`src/source/patch_cfg.svh`:
```
`ifndef PATCH_CFG_SVH
`define PATCH_CFG_SVH

// patch geometry, nodes per side and in total
`define PATCH_DIM 4
`define NODE_COUNT 16

// signed fixed point samples
`define SAMPLE_W 18
`define FRAC_W 17

// previous, current and new layers
`define LAYER_COUNT 3

`endif

```
`src/source/membrane_pkg.sv`:
```
`include "patch_cfg.svh"

package membrane_pkg;

	typedef logic signed [`SAMPLE_W-1:0] sample_t;          // displacement, 17 fraction bits
	typedef logic [`SAMPLE_W-1:0] rho_t;                    // unsigned coupling fraction
	typedef logic [$clog2(`NODE_COUNT)-1:0] node_addr_t;    // row-major node index
	typedef logic [$clog2(`LAYER_COUNT)-1:0] layer_sel_t;

	// node 0 top-left, row-major
	typedef struct packed {
		sample_t [`NODE_COUNT-1:0] node;
	} grid_t;

	// left/right indexed by row, up/down by column
	typedef struct packed {
		sample_t [`PATCH_DIM-1:0] left;
		sample_t [`PATCH_DIM-1:0] right;
		sample_t [`PATCH_DIM-1:0] up;
		sample_t [`PATCH_DIM-1:0] down;
	} edge_t;

	typedef struct packed {
		sample_t current;
		sample_t previous;
		sample_t right;
		sample_t left;
		sample_t up;
		sample_t down;
	} stencil_t;

	typedef enum logic [3:0] {
		s_idle, s_center, s_right, s_left, s_up, s_down, s_compute, s_write, s_rotate
	} sweep_state_t;

	typedef enum logic [2:0] {rd_center, rd_right, rd_left, rd_up, rd_down} read_sel_t;

endpackage

```
`src/source/neighbor_gather.sv`:
```
`timescale 1ns/1ps
`include "patch_cfg.svh"

module neighbor_gather (
	input  logic                      clock,
	input  logic                      reset,
	input  membrane_pkg::sweep_state_t state,
	input  logic                      read_en,
	input  membrane_pkg::read_sel_t    read_sel,
	input  membrane_pkg::node_addr_t   node,
	input  logic                      at_top,
	input  logic                      at_bottom,
	input  logic                      at_left,
	input  logic                      at_right,
	input  membrane_pkg::edge_t        edges,
	input  membrane_pkg::sample_t      read_current,
	input  membrane_pkg::sample_t      read_previous,
	output membrane_pkg::node_addr_t   read_addr,
	output membrane_pkg::stencil_t     stencil
);
	import membrane_pkg::*;

	localparam int DIM_W = $clog2(`PATCH_DIM);
	localparam node_addr_t ROW_STEP = node_addr_t'(`PATCH_DIM);

	logic [DIM_W-1:0] row;
	logic [DIM_W-1:0] col;

	assign col = node[DIM_W-1:0];
	assign row = node[2*DIM_W-1:DIM_W];

	// neighbor address per phase, border phases stay on the node itself
	always_comb begin
		case (state)
			s_right: read_addr = at_right  ? node : node + node_addr_t'(1);
			s_left:  read_addr = at_left   ? node : node - node_addr_t'(1);
			s_up:    read_addr = at_top    ? node : node - ROW_STEP;
			s_down:  read_addr = at_bottom ? node : node + ROW_STEP;
			default: read_addr = node;
		endcase
	end

	always_ff @(posedge clock) begin
		if (!reset) begin
			stencil <= '0;
		end else if (read_en) begin
			case (read_sel)
				rd_center: begin
					stencil.current  <= read_current;   // both layers from one read
					stencil.previous <= read_previous;
				end
				rd_right: stencil.right <= at_right  ? edges.right[row] : read_current;
				rd_left:  stencil.left  <= at_left   ? edges.left[row]  : read_current;
				rd_up:    stencil.up    <= at_top    ? edges.up[col]    : read_current;
				rd_down:  stencil.down  <= at_bottom ? edges.down[col]  : read_current;
				default:  stencil <= stencil;
			endcase
		end
	end

endmodule

```
`config.mk`:
```
export PLATFORM = sky130hd
export DESIGN_NAME = neighbor_gather
export DESIGN_NICKNAME = d
export VERILOG_FILES = /design/src/source/membrane_pkg.sv /design/src/source/neighbor_gather.sv
export VERILOG_INCLUDE_DIRS = /design/src /design/src/source
export SDC_FILE = /design/constraint.sdc
export NUM_CORES = 1
export LEC_CHECK = 0
export BUFFER_PORTS_ARGS = -buffer_cell sky130_fd_sc_hd__buf_2
export CELL_PAD_IN_SITES_DETAIL_PLACEMENT = 0
export CELL_PAD_IN_SITES_GLOBAL_PLACEMENT = 1
export CORE_AREA = 2 2 179 181
export CTS_CLUSTER_SIZE = 30
export DETAILED_ROUTE_END_ITERATION = 6
export DIE_AREA = 0 0 181 183
export GPL_TIMING_DRIVEN = 0
export PLACE_DENSITY_LB_ADDON = 0.1
export SLEW_MARGIN = 15
export SYNTH_ARGS = -nofsm -noshare
export SYNTH_HDL_FRONTEND = slang
export SYNTH_SLANG_ARGS = --single-unit
```
`constraint.sdc`:
```
create_clock -name clock -period 1.7 [get_ports clock]
set_clock_uncertainty 0.2 [all_clocks]
set_input_delay 0.34 -clock clock [delete_from_list [all_inputs] [get_ports clock]]
set_output_delay 0.34 -clock clock [all_outputs]
set_load 0.02 [all_outputs]
```
=== Word level (Yosys, flattened, before mapping) ===
Index checks and enable logic that the tools add are counted.

* Register bits: 108
* Latch bits: 0
* RAM bits: 0
* ROM bits: 0
* Output and inout bits: 112
* Word-level logic and storage cells: 43
* Memories: 0

* Add/sub/neg operators: 4
* Multipliers: 0
* Div/mod/pow operators: 0
* $lt $le $gt $ge: 2
* Eq/ne operators: 8
* Shift-type cells: 0
* Multiplexer cells: 17
* Bitwise gates (word level): 0
* Reductions and logical operators: 6

{| class="wikitable"
|+ Operators with widths
! kind !! number
|-
| $bmux 18 s2 || 4
|-
| $mux 18 || 8
|-
| $mux 4 || 4
|-
| $pmux 4 s4 || 1
|-
| $reduce_and 2->1 || 5
|-
| $eq 4x2->1 const B || 2
|-
| $eq 4x3->1 const B || 2
|-
| $eq 3x2->1 const B || 2
|-
| $lt 2x3->1 const B || 2
|-
| $add 4x1->4 const B || 1
|-
| $add 4x3->4 const B || 1
|-
| $sub 4x1->4 const B || 1
|-
| $sub 4x3->4 const B || 1
|-
| $eq 3x1->1 const B || 1
|-
| $eq 3x3->1 const B || 1
|-
| $logic_not 3->1 || 1
|}

=== Logic depth before layout (Yosys ltp) ===
Gate-level depths: netlist (run 1).

* Depth in word-level cells: 3
* Mapped depth: 8
* Mapped depth without buffers: 6

=== Least setup slack after synthesis (run 1) ===
Ideal clock, no wire load.

* Path type: input -> output
* From: in node[0]
* To: out read_addr[1]
* Arrival time: 1.542 ns
* Data required time: 1.160 ns
* Slack: -0.382 ns
* Stages: 8
* Path buffers: 2
* Path through: buf_6 -> buf_6 -> inv_1 -> ha_1 -> nor2_1 -> a22oi_1 -> o22ai_1 -> a21oi_1

* Longest elaborated chain between the ends: 3
* Elaborated cells between the ends (all ways): 9
* Those cells by class: add/sub (4); mux (5)

{| class="wikitable"
|+ Ends and longest elaborated chain
! what !! RTL line !! text
|-
| start: declaration || neighbor_gather.sv:10 || <nowiki>input membrane_pkg::node_addr_t node,</nowiki>
|-
| $add 4x3->4 (tied with other cells) || neighbor_gather.sv:38 || <nowiki>s_down: read_addr = at_bottom ? node : node + ROW_STEP;</nowiki>
|-
| $mux 4 (on tied branches) || -- ||
|-
| $pmux 4 s4 * || neighbor_gather.sv:34 || <nowiki>case (state)</nowiki>
|-
| end: declaration || neighbor_gather.sv:18 || <nowiki>output membrane_pkg::node_addr_t read_addr,</nowiki>
|}

Mark *: on every way between the ends. The rest lies on a longest branch, timed or not.

=== Worst setup path in the final report (run 1) ===
* From: in node[1]
* To: out read_addr[2]

Same word-level chain as after synthesis.

==> metrics list, run 1 <==
- Worst ir drop on vdd: 0.0004211 V
- Of the post-synthesis cell area, the dominant cell type holds 0.3364.
* Area taken by multi-input logic gates: 3955 µm²
- Summing over every cut layer, the via total after detailed routing is 6,736.
- Cells on worst reg2reg path: 2
- The worst pin sits at a relative slew slack of 0.6130.
- Sorting the synthesized cells by how often they occur yields dfxtp_1 (108), nand2_1 (75), o21ai_0 (75).
- Registers take 2162 µm².
- Routability cong.: 0.7531
- The count of pins over their slew limit came to 0.
* Number of enable-type register cells in the synthesized netlist: 0
* Number of buffer and inverter stages on the critical path: 4
* Max-cap violation count: 0
* Ratio of cells with drive above 1 in the final layout: 0.5659
* Area inside the core boundary: 31,230 µm²
- The first global-routing pass estimated 47,260 µm of wire.
- Number of flip-flops in the largest register: 108
* Register bit count reported by yosys: 108
- Along the worst path, the maximum fanout reaches 5.
- Using the TritonRoute via totals, the vias-per-cell ratio works out to 4.545.
- 454 I/O pins were placed.
* DRC Markers: 0
* Pin count of the biggest net entering global routing: 19
* Final net count: 1,417
* CP arrival: 1.44 ns
* RSZ-0062 raised after global routing: yes
* Cell taking the most area after synthesis: dfxtp_1
- Die Span X: 181 µm
* Syn Nets: 952
- Chip height: 183 µm
- The register with the most flip-flops in the final layout is stencil.
- Type of element capturing the critical path: output pin
- For this run, asynchronously set or reset flops after synthesis account for 0.
- Violations in the final reports: negative setup slack
- Broken down by cell family, the worst path's largest delay share belongs to buffers and inverters.
* Worst Max-Slew Pin Slew: 0.5804 ns
* Clock H-tree levels: 3
- Global routing finished with a remaining overflow of 0.
- Filler cells: 3,429
- In this run the static leakage power is 4.654 nW.
* Overall routed net length: 33,560 µm
* Post-DP HPWL: 26,810 µm
- STA classifies the critical path startpoint as a primary input.
- Row generation in the floorplan step produced 65 rows.
* Hold buffer count at cts: 0
* Drt pass-1 iters: 4
- The largest registers in the layout are stencil: 108 flops.
- Overall power consumption after layout is estimated at 6.466 mW.
* Distinct cell type count after synthesis: 30
- Count of nets left with antenna violations after detail routing: 0
* Dominant cell by count in the synthesized netlist: dfxtp_1
- Initial antenna violation count: 2
* Average instance area after synthesis: 10.57 µm²
- TritonCTS built the clock tree.
- After detailed routing, the average wire length per cell comes to 22.64 µm.
* Path type of the worst min-delay path: in -> reg
* Max stage delay cell, worst path: a21oi_2
- CP cell instances: buf_12 > buf_8 > inv_4 > ha_4 > and3b_1 > o21ai_2 > a21oi_2 > xor2_2 > buf_6
- Root Driver: clkbuf_16
- Endpoint required time on the critical path: 1.16 ns
- The worst setup path is of the in -> out kind.
- For this run, the slowest stage of the critical path takes 0.18 ns.
* Die area: 33,120 µm²
- CTS clock-pin slew for the worst setup and hold paths: 0.09 ns
* Post-Synthesis Cells: 608
- Layout-stage area growth over the synthesis result: 51.67%
* Port-buffer cells: 448
- For this run, the number of Yosys warnings is 0.
- Worst Hold Slack: 0.01580 ns
- Max Freq: 0.5052 GHz
- Effective utilization at floorplan: 0.2058
- The number of global-route vias before repair was 7,004.
- The run finished, with violations left.
- For this run, the leading register cell type out of synthesis is dfxtp_1.
- The share of the Yosys chip area taken by registers is 0.3364.
* Cells taking the most area after synthesis: dfxtp_1 (34%), mux4_2 (25%), mux2i_1 (12%), o21ai_0 (5.8%), a21oi_1 (5.8%)
* All-layer global routing usage: 0.1971
- The critical path runs through a total of 9 cells.
- For this design, the sink count on the clock tree is 108.
- In this run, the number of DRC markers left after iteration 0 of detailed routing was 333.
* Clock Path Buffers: 2
- Post-route setup slack: -0.2796 ns
- TritonCTS Buffers: 9
* Synth Cell Area: 6426 µm²
- Setup violations remaining at the end of the flow were counted as 4.
- Of the available clock period, the critical path in the final layout requires 1.164.
* Worst hold stages: 3
* Final Critical Period: 1.980 ns
* Areal power density over the cells: 663.4 nW/µm²
- At the later pin of the worst-skew pair, clock insertion delay measures 0.36 ns.
- Number of failing hold endpoints at the final stage: 0
## timing repair
| item | 4_1_cts | 5_1_grt |
|---|---|---|
| cloned | 0 | 1 |
| endpoints found under the setup margin | 24 | 33 |
| resized for setup | 43 | 13 |
| buffers inserted | 5 | 3 |
| pin swaps | 7 | 4 |
| endpoints found under the hold margin | 0 | 0 |
## power breakdown
group | total, mW | internal, mW | switching [mW]
combinational | 1.71 | 0.872 | 0.840
clock | 2.11 | 1.01 | 1.10
sequential | 2.64 | 2.61 | 0.0379
total | 6.47 | 4.49 | 1.97
## layout make-up
class	instances	share of cell area
multi-input cells	435	0.4058
repair buffers	457	0.2439
flip-flops and latches	108	0.2218
well taps	402	0.05160
plain buffers	60	0.04698
clock buffers	10	0.02349
clock inverters	6	0.004621
inverters	2	0.001284
diodes	2	0.0005135
## worst paths after layout
kind,startpoint,slack [ns],to
worst max-delay path,node[1],-0.28,read_addr[2]
worst min-delay path,read_previous[2],0.02,stencil[74]
worst max register to register,stencil[13],0.78,stencil[13]
worst min register to register,stencil[76],0.26,stencil[76]
## stage by stage
stage	cell area (µm²)	std cells	TNS, ns	setup WS (ns)	util
finish	9747	1482	-0.7989	-0.2796	0.3121
global placement	9214	1458	-24.88	-0.5934	0.2950
floorplan	6469	608	-0.7457	-0.2494	-
detailed placement	9214	1458	-26.39	-0.5856	0.2950
CTS	9654	1476	-0.8585	-0.2726	0.3091
global route	9742	1480	-1.015	-0.3415	0.3119
## cells by family after synthesis
kind of cell,synth area share
xor+xnor,0.004090
buf+inv,0.06231
simple gates,0.06445
mux,0.3676
flops,0.3364
fa+ha+maj,0.003893
compound gates,0.1612
## tightest hold or removal path: stages
cell      delay, ns
buf_2          0.09
nand2_1        0.04
a21boi_0       0.06
## placed cells by master, fill, tap and decap left out, drive strengths merged, types with 5 or more instances in the layout
cell | Yosys | routed
o21ai | 75 | 75
a21oi | 74 | 74
a21boi | 36 | 36
buf | 44 | 498
clkbuf | 19 | 29
inv | 2 | 5
dfxtp | 108 | 108
mux4 | 72 | 72
nand2 | 75 | 75
mux2i | 74 | 74
## layer usage
metal	wire (µm)	share of wire	global-route usage
met1	14190	0.42	0.2453
met4	303	0.0090	0.03772
met5	0	0	0
met2	16900	0.50	0.3520
met3	2165	0.065	0.04349
(Power assumes the default switching activity.)
==> inputs of run 2 (changes only) <==
==> constraint.sdc (replaced) <==
create_clock -name clock -period 1.7 [get_ports clock]
set_clock_uncertainty 0.2 [all_clocks]
set_input_delay 0.34 -clock clock [delete_from_list [all_inputs] [get_ports clock]]
set_output_delay 0.34 -clock clock [all_outputs]
set_load 0.005 [all_outputs]
==> run 2 against run 1 <==
The flow still finishes with violations (negative setup slack). Sequential power about the same. Flip-flop and latch count unchanged. Final area is 0.58% lower. Fmax is 1.2% higher. Final cell count decreased by 0.40%. First-iteration DRC count down 23%. Total power shrank 1.9%. Combinational power is 8% lower. Hold slack better by 0.0054 ns. Non-clock buffer count fell by 4. Sequential share of layout area grew 0.13 points. Worst setup slack gained 0.024 ns.
==> metrics list, run 2 (synthesis gave the netlist of run 1 again) <==
- Flop-to-flop setup slack: 0.78 ns (about the same)
- Nature of the critical path startpoint: primary input
- Post-route setup slack: -0.2561 ns (+0.02350 ns)
* I/O pin count: 454 (unchanged)
- Global-route wire length before repair: 47,740 µm (+1.0%)
* CP arrival: 1.42 ns (-0.02 ns)
- The die outline height is 183 µm (unchanged).
- The H-tree level count is 3 (unchanged).
* Outcome: complete, but fails checks
- Most frequent cells in the layout: buf_2 (470), dfxtp_1 (108), nand2_1 (75), mux2i_1 (74), a21oi_1 (73)
* Area inside the core boundary: 31,230 µm² (unchanged)
- Worst Max-Slew Pin Slew: 0.5419 ns (-0.03853 ns)
* Layout-stage area growth over the synthesis result: 50.80%
* Number of flip-flops in the largest register: 108 (unchanged)
- The effective utilization at floorplan is 0.2058 (unchanged).
- Routability cong.: 0.7413 (-1.6%)
* Standard-cell row count: 65 (unchanged)
- Path type of the worst min-delay path: in -> reg
* CTS clock-pin slew for the worst setup and hold paths: 0.09 ns (about the same)
- The final-stage net count was 1,413 (-0.28%).
- Die area: 33,120 µm² (unchanged)
- Worst ir drop on vdd: 0.0005312 V (+26%)
* All-layer global routing usage: 0.1998 (+0.002758)
* Switching power share of the total: 0.2952 (-0.01014)
- The die width came to 181 µm (unchanged).
- Final Critical Period: 1.956 ns (-0.02350 ns)
- The count of endpoints failing hold in the final timing report came to 0 (unchanged).
* Clock tree from TritonCTS: yes
- The clock network fraction of design power was 0.334 (+0.008).
- Setup repair after global routing could not meet its margin everywhere.
- The detailed-route DRC error count was 0 (unchanged).
- Max Freq: 0.5112 GHz (+1.2%)
- The critical path data required time came to 1.16 ns (about the same).
- The antenna violation net count after detailed routing came to 0 (unchanged).
- Static leakage: 4.623 nW (-0.67%)
- The cts-stage hold buffer count came to 0 (unchanged).
* Worst Hold Slack: 0.02124 ns (+0.005438 ns)
* Type of element capturing the critical path: output pin
- The worst register-to-register path begins at stencil[65].
- The count of pins over their slew limit is 0 (unchanged).
- Worst Min Path Start: read_previous[16]
- Crit Path Category: in -> out
* Total congestion overflow: 0 (unchanged)
- Overall power consumption: 6.346 mW (-1.9%)
- Reg with most FFs: stencil
* Final setup viols: 3 (-1)
- Initial antenna violation count: 8 (+6)
- The total half-perimeter wirelength after legalization and detailed placement came to 28,260 µm (+5.4%).
- In this run the clock root is driven by a clkbuf_16.
* Latest clock arrival within the worst-skew pair: 0.36 ns (about the same)
- The number of global-route vias before repair came to 7,154 (+2.1%).
- The part of the cycle the worst path needs was 1.151 (-0.01382).
- Portion of total power attributed to combinational logic: 0.249 (-0.016)
- The total wirelength of the detailed-routed design was 33,890 µm (+0.98%).
- Crit-path max FO: 6 (+1)
* Power Internal: 4.473 mW (-0.42%)
* Routed wire length per instance: 22.96 µm (+1.4%)
* Sequential Power Share: 0.417 (+0.008)
- The total number of vias is 6,750 (+0.21%).
* Max-cap violation count: 0 (unchanged)
- Number of sinks driven by the clock tree: 108 (unchanged)
- The largest registers in the layout are stencil: 108 flops.
- The length of the first detailed-routing pass in iterations was 4 (unchanged).
- Most frequent standard cell in the layout excluding fill and tap cells: buf_2
- Capture point of the worst reg-to-reg path: stencil[65]
* Areal power density over the cells: 654.9 nW/µm² (-1.3%)
- The checks that failed: negative setup slack.
- Iteration-0 DRC Markers: 258 (-23%)
- The cell count of the worst reg-to-reg path is 2 (unchanged).
- The utilization after layout is 0.3103 (-0.001803).
- The count of input and output buffers was 448 (unchanged).
* Pin count of the biggest net entering global routing: 19 (unchanged)
- Worst hold stages: 3 (unchanged)
- The worst-case headroom to the max-slew limit is 0.6387 (+0.02569).
- DR vias/cell: 4.573 (+0.62%)
- The net switching component of the power was 1.873 mW (-5.1%).
* Total Negative Setup Slacks: -0.6952 ns (+0.1037 ns)
- The maximum buffer depth of the clock tree is 2 (unchanged).
* TritonCTS Buffers: 9 (unchanged)
- The layout cell share with drive strength beyond 1 was 0.5610 (-0.004819).
- The worst hold path terminates at stencil[88].
-- run 2: cell types whose count changed in the layout (fill, tap and decap cells not counted), sizes merged --
cell	change
buf	-3
clkbuf	-2
clkinvlp	+2
clkinv	-1
diode	-1
inv	-1
-- run 2: how the worst max path moves through the flow --
stage                 start           end  depth (start not counted)
finish              node[1]  read_addr[2]                          9
global route        node[1]  read_addr[1]                          9
CTS                 node[1]  read_addr[2]                          9
detailed placement  node[1]  read_addr[2]                          9
global placement    node[1]  read_addr[2]                          9
floorplan           node[0]  read_addr[2]                          8
-- run 2: cell type report --
type | instances | area, µm²
clock buffer | 9 | 225.2
clock inverter | 6 | 48.80
tap | 402 | 503.0
multi-input combinational | 435 | 3938
sequential | 108 | 2162
inverter | 2 | 17.52
fill | 3414 | 21540
antenna | 1 | 2.502
timing repair buffer | 453 | 2325
buffer | 60 | 469.2
-- run 2: worst max-delay path, cell delays in order --
cell and delay [ns]:
buf_12 0.12, buf_12 0.13, inv_6 0.05, ha_4 0.10
and3b_1 0.16, o21ai_2 0.06, a21oi_2 0.15, xor2_1 0.15
buf_2 0.16
-- run 2: repair_timing --
item                                    CTS  global route
endpoints found under the hold margin     0             0
pin swaps                                 5             6
buffers inserted                          4             1
cloned                                    0             0
gates resized for setup                  27            26
endpoints found under the setup margin   24            47
-- run 2: routing by layer --
| metal | up-vias | track usage | part of all wire |
|---|---|---|---|
| met5 | - | 0 | 0.0023 |
| li1 | 3200 | - | - |
| met2 | 288 | 0.3854 | 0.54 |
| met3 | 27 | 0.05560 | 0.067 |
| met4 | 12 | 0.03285 | 0.0083 |
| met1 | 3223 | 0.2206 | 0.39 |
-- run 2: through the flow --
| step | worst slack, ns | area (µm²) | instances |
|---|---|---|---|
| 2_1_floorplan | -0.1021 | 6485 | 608 |
| 3_3_place_gp | -0.6462 | 9230 | 1458 |
| 3_5_place_dp | -0.6723 | 9230 | 1458 |
| 4_1_cts | -0.2850 | 9599 | 1474 |
| 5_1_grt | -0.3070 | 9691 | 1476 |
| 6_report | -0.2561 | 9691 | 1476 |
-- run 2: power groups by stage --
stage / Combinational, mW / Sequential [mW] / Clock (mW)
after floorplan: 0.762 / 2.71 / 0
after global placement: 1.57 / 2.70 / 0
after detailed placement: 1.57 / 2.70 / 0
after CTS: 1.60 / 2.64 / 2.21
after global routing: 1.72 / 2.65 / 2.31
final: 1.58 / 2.64 / 2.12
==> inputs of run 3 (changes only) <==
--- a/config.mk
+++ b/config.mk
@@ -14,7 +14,7 @@
 export DETAILED_ROUTE_END_ITERATION = 6
 export DIE_AREA = 0 0 181 183
 export GPL_TIMING_DRIVEN = 0
-export PLACE_DENSITY_LB_ADDON = 0.1
+export PLACE_DENSITY = 0.73
 export SLEW_MARGIN = 15
 export SYNTH_ARGS = -nofsm -noshare
 export SYNTH_HDL_FRONTEND = slang
==> run 3 against run 2 <==
Flip-flop and latch count unchanged. Sequential share of layout area down 0.38 points. Total power up 4.2%. The run still ends with negative setup slack left. Clock power up 9.4%. Wire length down 0.34%. Critical path type unchanged.
==> metrics list, run 3 (synthesis gave the netlist of run 1 again) <==
- Outcome: complete, but fails checks
- Violations in the final reports: negative setup slack
* Effective utilization at floorplan: 0.2058 (unchanged)
- The final number of setup-violating endpoints is 3 (unchanged).
- STA classifies the critical path endpoint as an output pin.
- The number of flip-flops in the largest register was 108 (unchanged).
* Areal power density over the cells: 670.7 nW/µm² (+2.4%)
- Overall power consumption: 6.612 mW (+4.2%)
- Overall routed net length: 33,770 µm (-0.34%)
* Global-route wire length before repair: 46,930 µm (-1.7%)
* Most frequent standard cell in the layout excluding fill and tap cells: buf_2
- The maximum frequency from static timing analysis was 0.4944 GHz (-3.3%).
- All-layer global routing usage: 0.1971 (-0.002704)
- The total number of vias is 7,027 (+4.1%).
- The depth of the worst hold-timing path was 3 (unchanged).
* Chip height: 183 µm (unchanged)
- DR vias/cell: 4.729 (+3.4%)
- Port-buffer cells: 448 (unchanged)
- The antenna violation net count after detailed routing is 0 (unchanged).
- Ratio of cells with drive above 1 in the final layout: 0.5734 (+0.01236)
- Max-slew violation total from the final report: 0 (unchanged)
* Die Span X: 181 µm (unchanged)
- Worst Max-Slew Pin Slew: 0.5517 ns (+0.009775 ns)
- Cells on worst reg2reg path: 2 (unchanged)
- The aggregate global routing overflow is 0 (unchanged).
* Biggest registers after layout: stencil: 108 flops
- Flop-to-flop setup slack: 0.81 ns (+0.03 ns)
- The number of clock buffers inserted by TritonCTS was 9 (unchanged).
- Crit-path max FO: 5 (-1)
* Standard-cell row count: 65 (unchanged)
- Worst ir drop on vdd: 0.0005857 V (+10%)
* Worst flop-to-flop path startpoint: stencil[69]
- Endpoint required time on the critical path: 1.16 ns (about the same)
- The clock insertion delay at the later pin of the skew report was 0.34 ns (-0.02 ns).
- Clock H-tree levels: 3 (unchanged)
- I/O pin count: 454 (unchanged)
* Area inside the core boundary: 31,230 µm² (unchanged)
* CP arrival: 1.48 ns (+0.06 ns)
- The length of the first detailed-routing pass in iterations was 4 (unchanged).
- The initial DRC count is 369 (+43%).
* Root Driver: clkbuf_16
- The setup slack of the critical path after layout is -0.3226 ns (-0.06652 ns).
- Routability cong.: 0.8421 (+14%)
- Utilization of the core after routing: 0.3157 (+0.005369)
* Initial antenna violation count: 6 (-2)
* Post-DP HPWL: 27,590 µm (-2.4%)
- Die area: 33,120 µm² (unchanged)
- Final net count: 1,422 (+0.64%)
- Clock tree from TritonCTS: yes
- Clock Path Buffers: 2 (unchanged)
- CTS clock-pin slew for the worst setup and hold paths: 0.08 ns (about the same)
- Path type of the worst min-delay path: in -> reg
- RSZ-0062 raised after global routing: yes
- The part of the cycle the worst path needs came to 1.190 (+0.03913).
* Pin count of the biggest net entering global routing: 19 (unchanged)
* Worst Min Path Start: read_previous[2]
* Reg with most FFs: stencil
- Final Critical Period: 2.023 ns (+0.06652 ns)
- Capture point of the worst reg-to-reg path: stencil[69]
- The post-detailed-route wirelength per cell was 22.73 µm (-1.0%).
- Number of sinks driven by the clock tree: 108 (unchanged)
- The worst setup path is launched from a primary input.
* Layout-stage area growth over the synthesis result: 53.41%
- Max-cap violation count: 0 (unchanged)
* Number of failing hold endpoints at the final stage: 0 (unchanged)
* Crit Path Category: in -> out
- Hold Path Sink: stencil[74]
- Most frequent cells in the layout: buf_2 (467), dfxtp_1 (108), nand2_1 (75), a21oi_1 (73)
- The detailed-route DRC error count is 0 (unchanged).
* Total Negative Setup Slacks: -0.8104 ns (-0.1152 ns)
- Vias in the first global route: 7,147 (-0.098%)
- Static leakage: 4.703 nW (+1.7%)
- Max_slew headroom: 0.6322 (-0.006517)
[run 3: how the worst max path moves through the flow]
| stage | start | endpoint | slack [ns] | cells past startpoint |
|---|---|---|---|---|
| global placement | node[1] | read_addr[1] | -0.59 | 9 |
| detailed placement | node[1] | read_addr[1] | -0.61 | 9 |
| global route | node[0] | read_addr[2] | -0.36 | 10 |
| floorplan | node[0] | read_addr[2] | -0.10 | 8 |
| finish | node[0] | read_addr[2] | -0.32 | 10 |
| CTS | node[0] | read_addr[2] | -0.32 | 10 |
[run 3: power breakdown]
| part | internal [mW] | leakage (nW) | switching (mW) |
|---|---|---|---|
| sequential | 2.61 | 0.876 | 0.0357 |
| combinational | 0.880 | 3.67 | 0.771 |
| clock | 1.25 | 0.158 | 1.07 |
[run 3: timing repair]
action | in CTS | in global routing
endpoints found under the hold margin | 0 | 0
gates resized for setup | 24 | 37
hold buffers | 0 | 0
buffers inserted | 5 | 8
gates cloned | 0 | 1
pin swaps | 6 | 11
setup endpoints to repair | 26 | 43
[run 3: stage by stage]
stage	std cells	hold slack (ns)	setup slack [ns]	area [µm²]
6_report	1486	0.03493	-0.3226	9858
3_3_place_gp	1458	0.2502	-0.5931	9230
4_1_cts	1478	0.01414	-0.3155	9676
5_1_grt	1486	0.03059	-0.3577	9858
3_5_place_dp	1458	0.2556	-0.6098	9230
2_1_floorplan	608	0.2600	-0.1021	6485
[run 3: routing by layer]
metal  global-route usage  share of wire
met5                    0         0.0015
met2               0.3642           0.52
met3              0.05282          0.075
met4              0.04813          0.021
met1               0.2258           0.38
[run 3: final cells by class]
type,instances,area [µm²]
Fill cell,3349,21370
Multi-Input combinational cell,435,3976
Timing Repair Buffer,461,2404
Sequential cell,108,2162
Tap cell,402,503.0
Buffer,61,478.0
Clock buffer,11,252.7
Clock inverter,5,67.56
Inverter,2,12.51
Antenna cell,1,2.502
[run 3: worst max-delay path, cell delays in order]
cell and delay (ns):
buf_6 0.10, buf_8 0.11, buf_12 0.12, clkinv_4 0.04
ha_4 0.10, and3b_1 0.16, o21ai_2 0.06, a21oi_2 0.19
xor2_1 0.14, buf_2 0.12
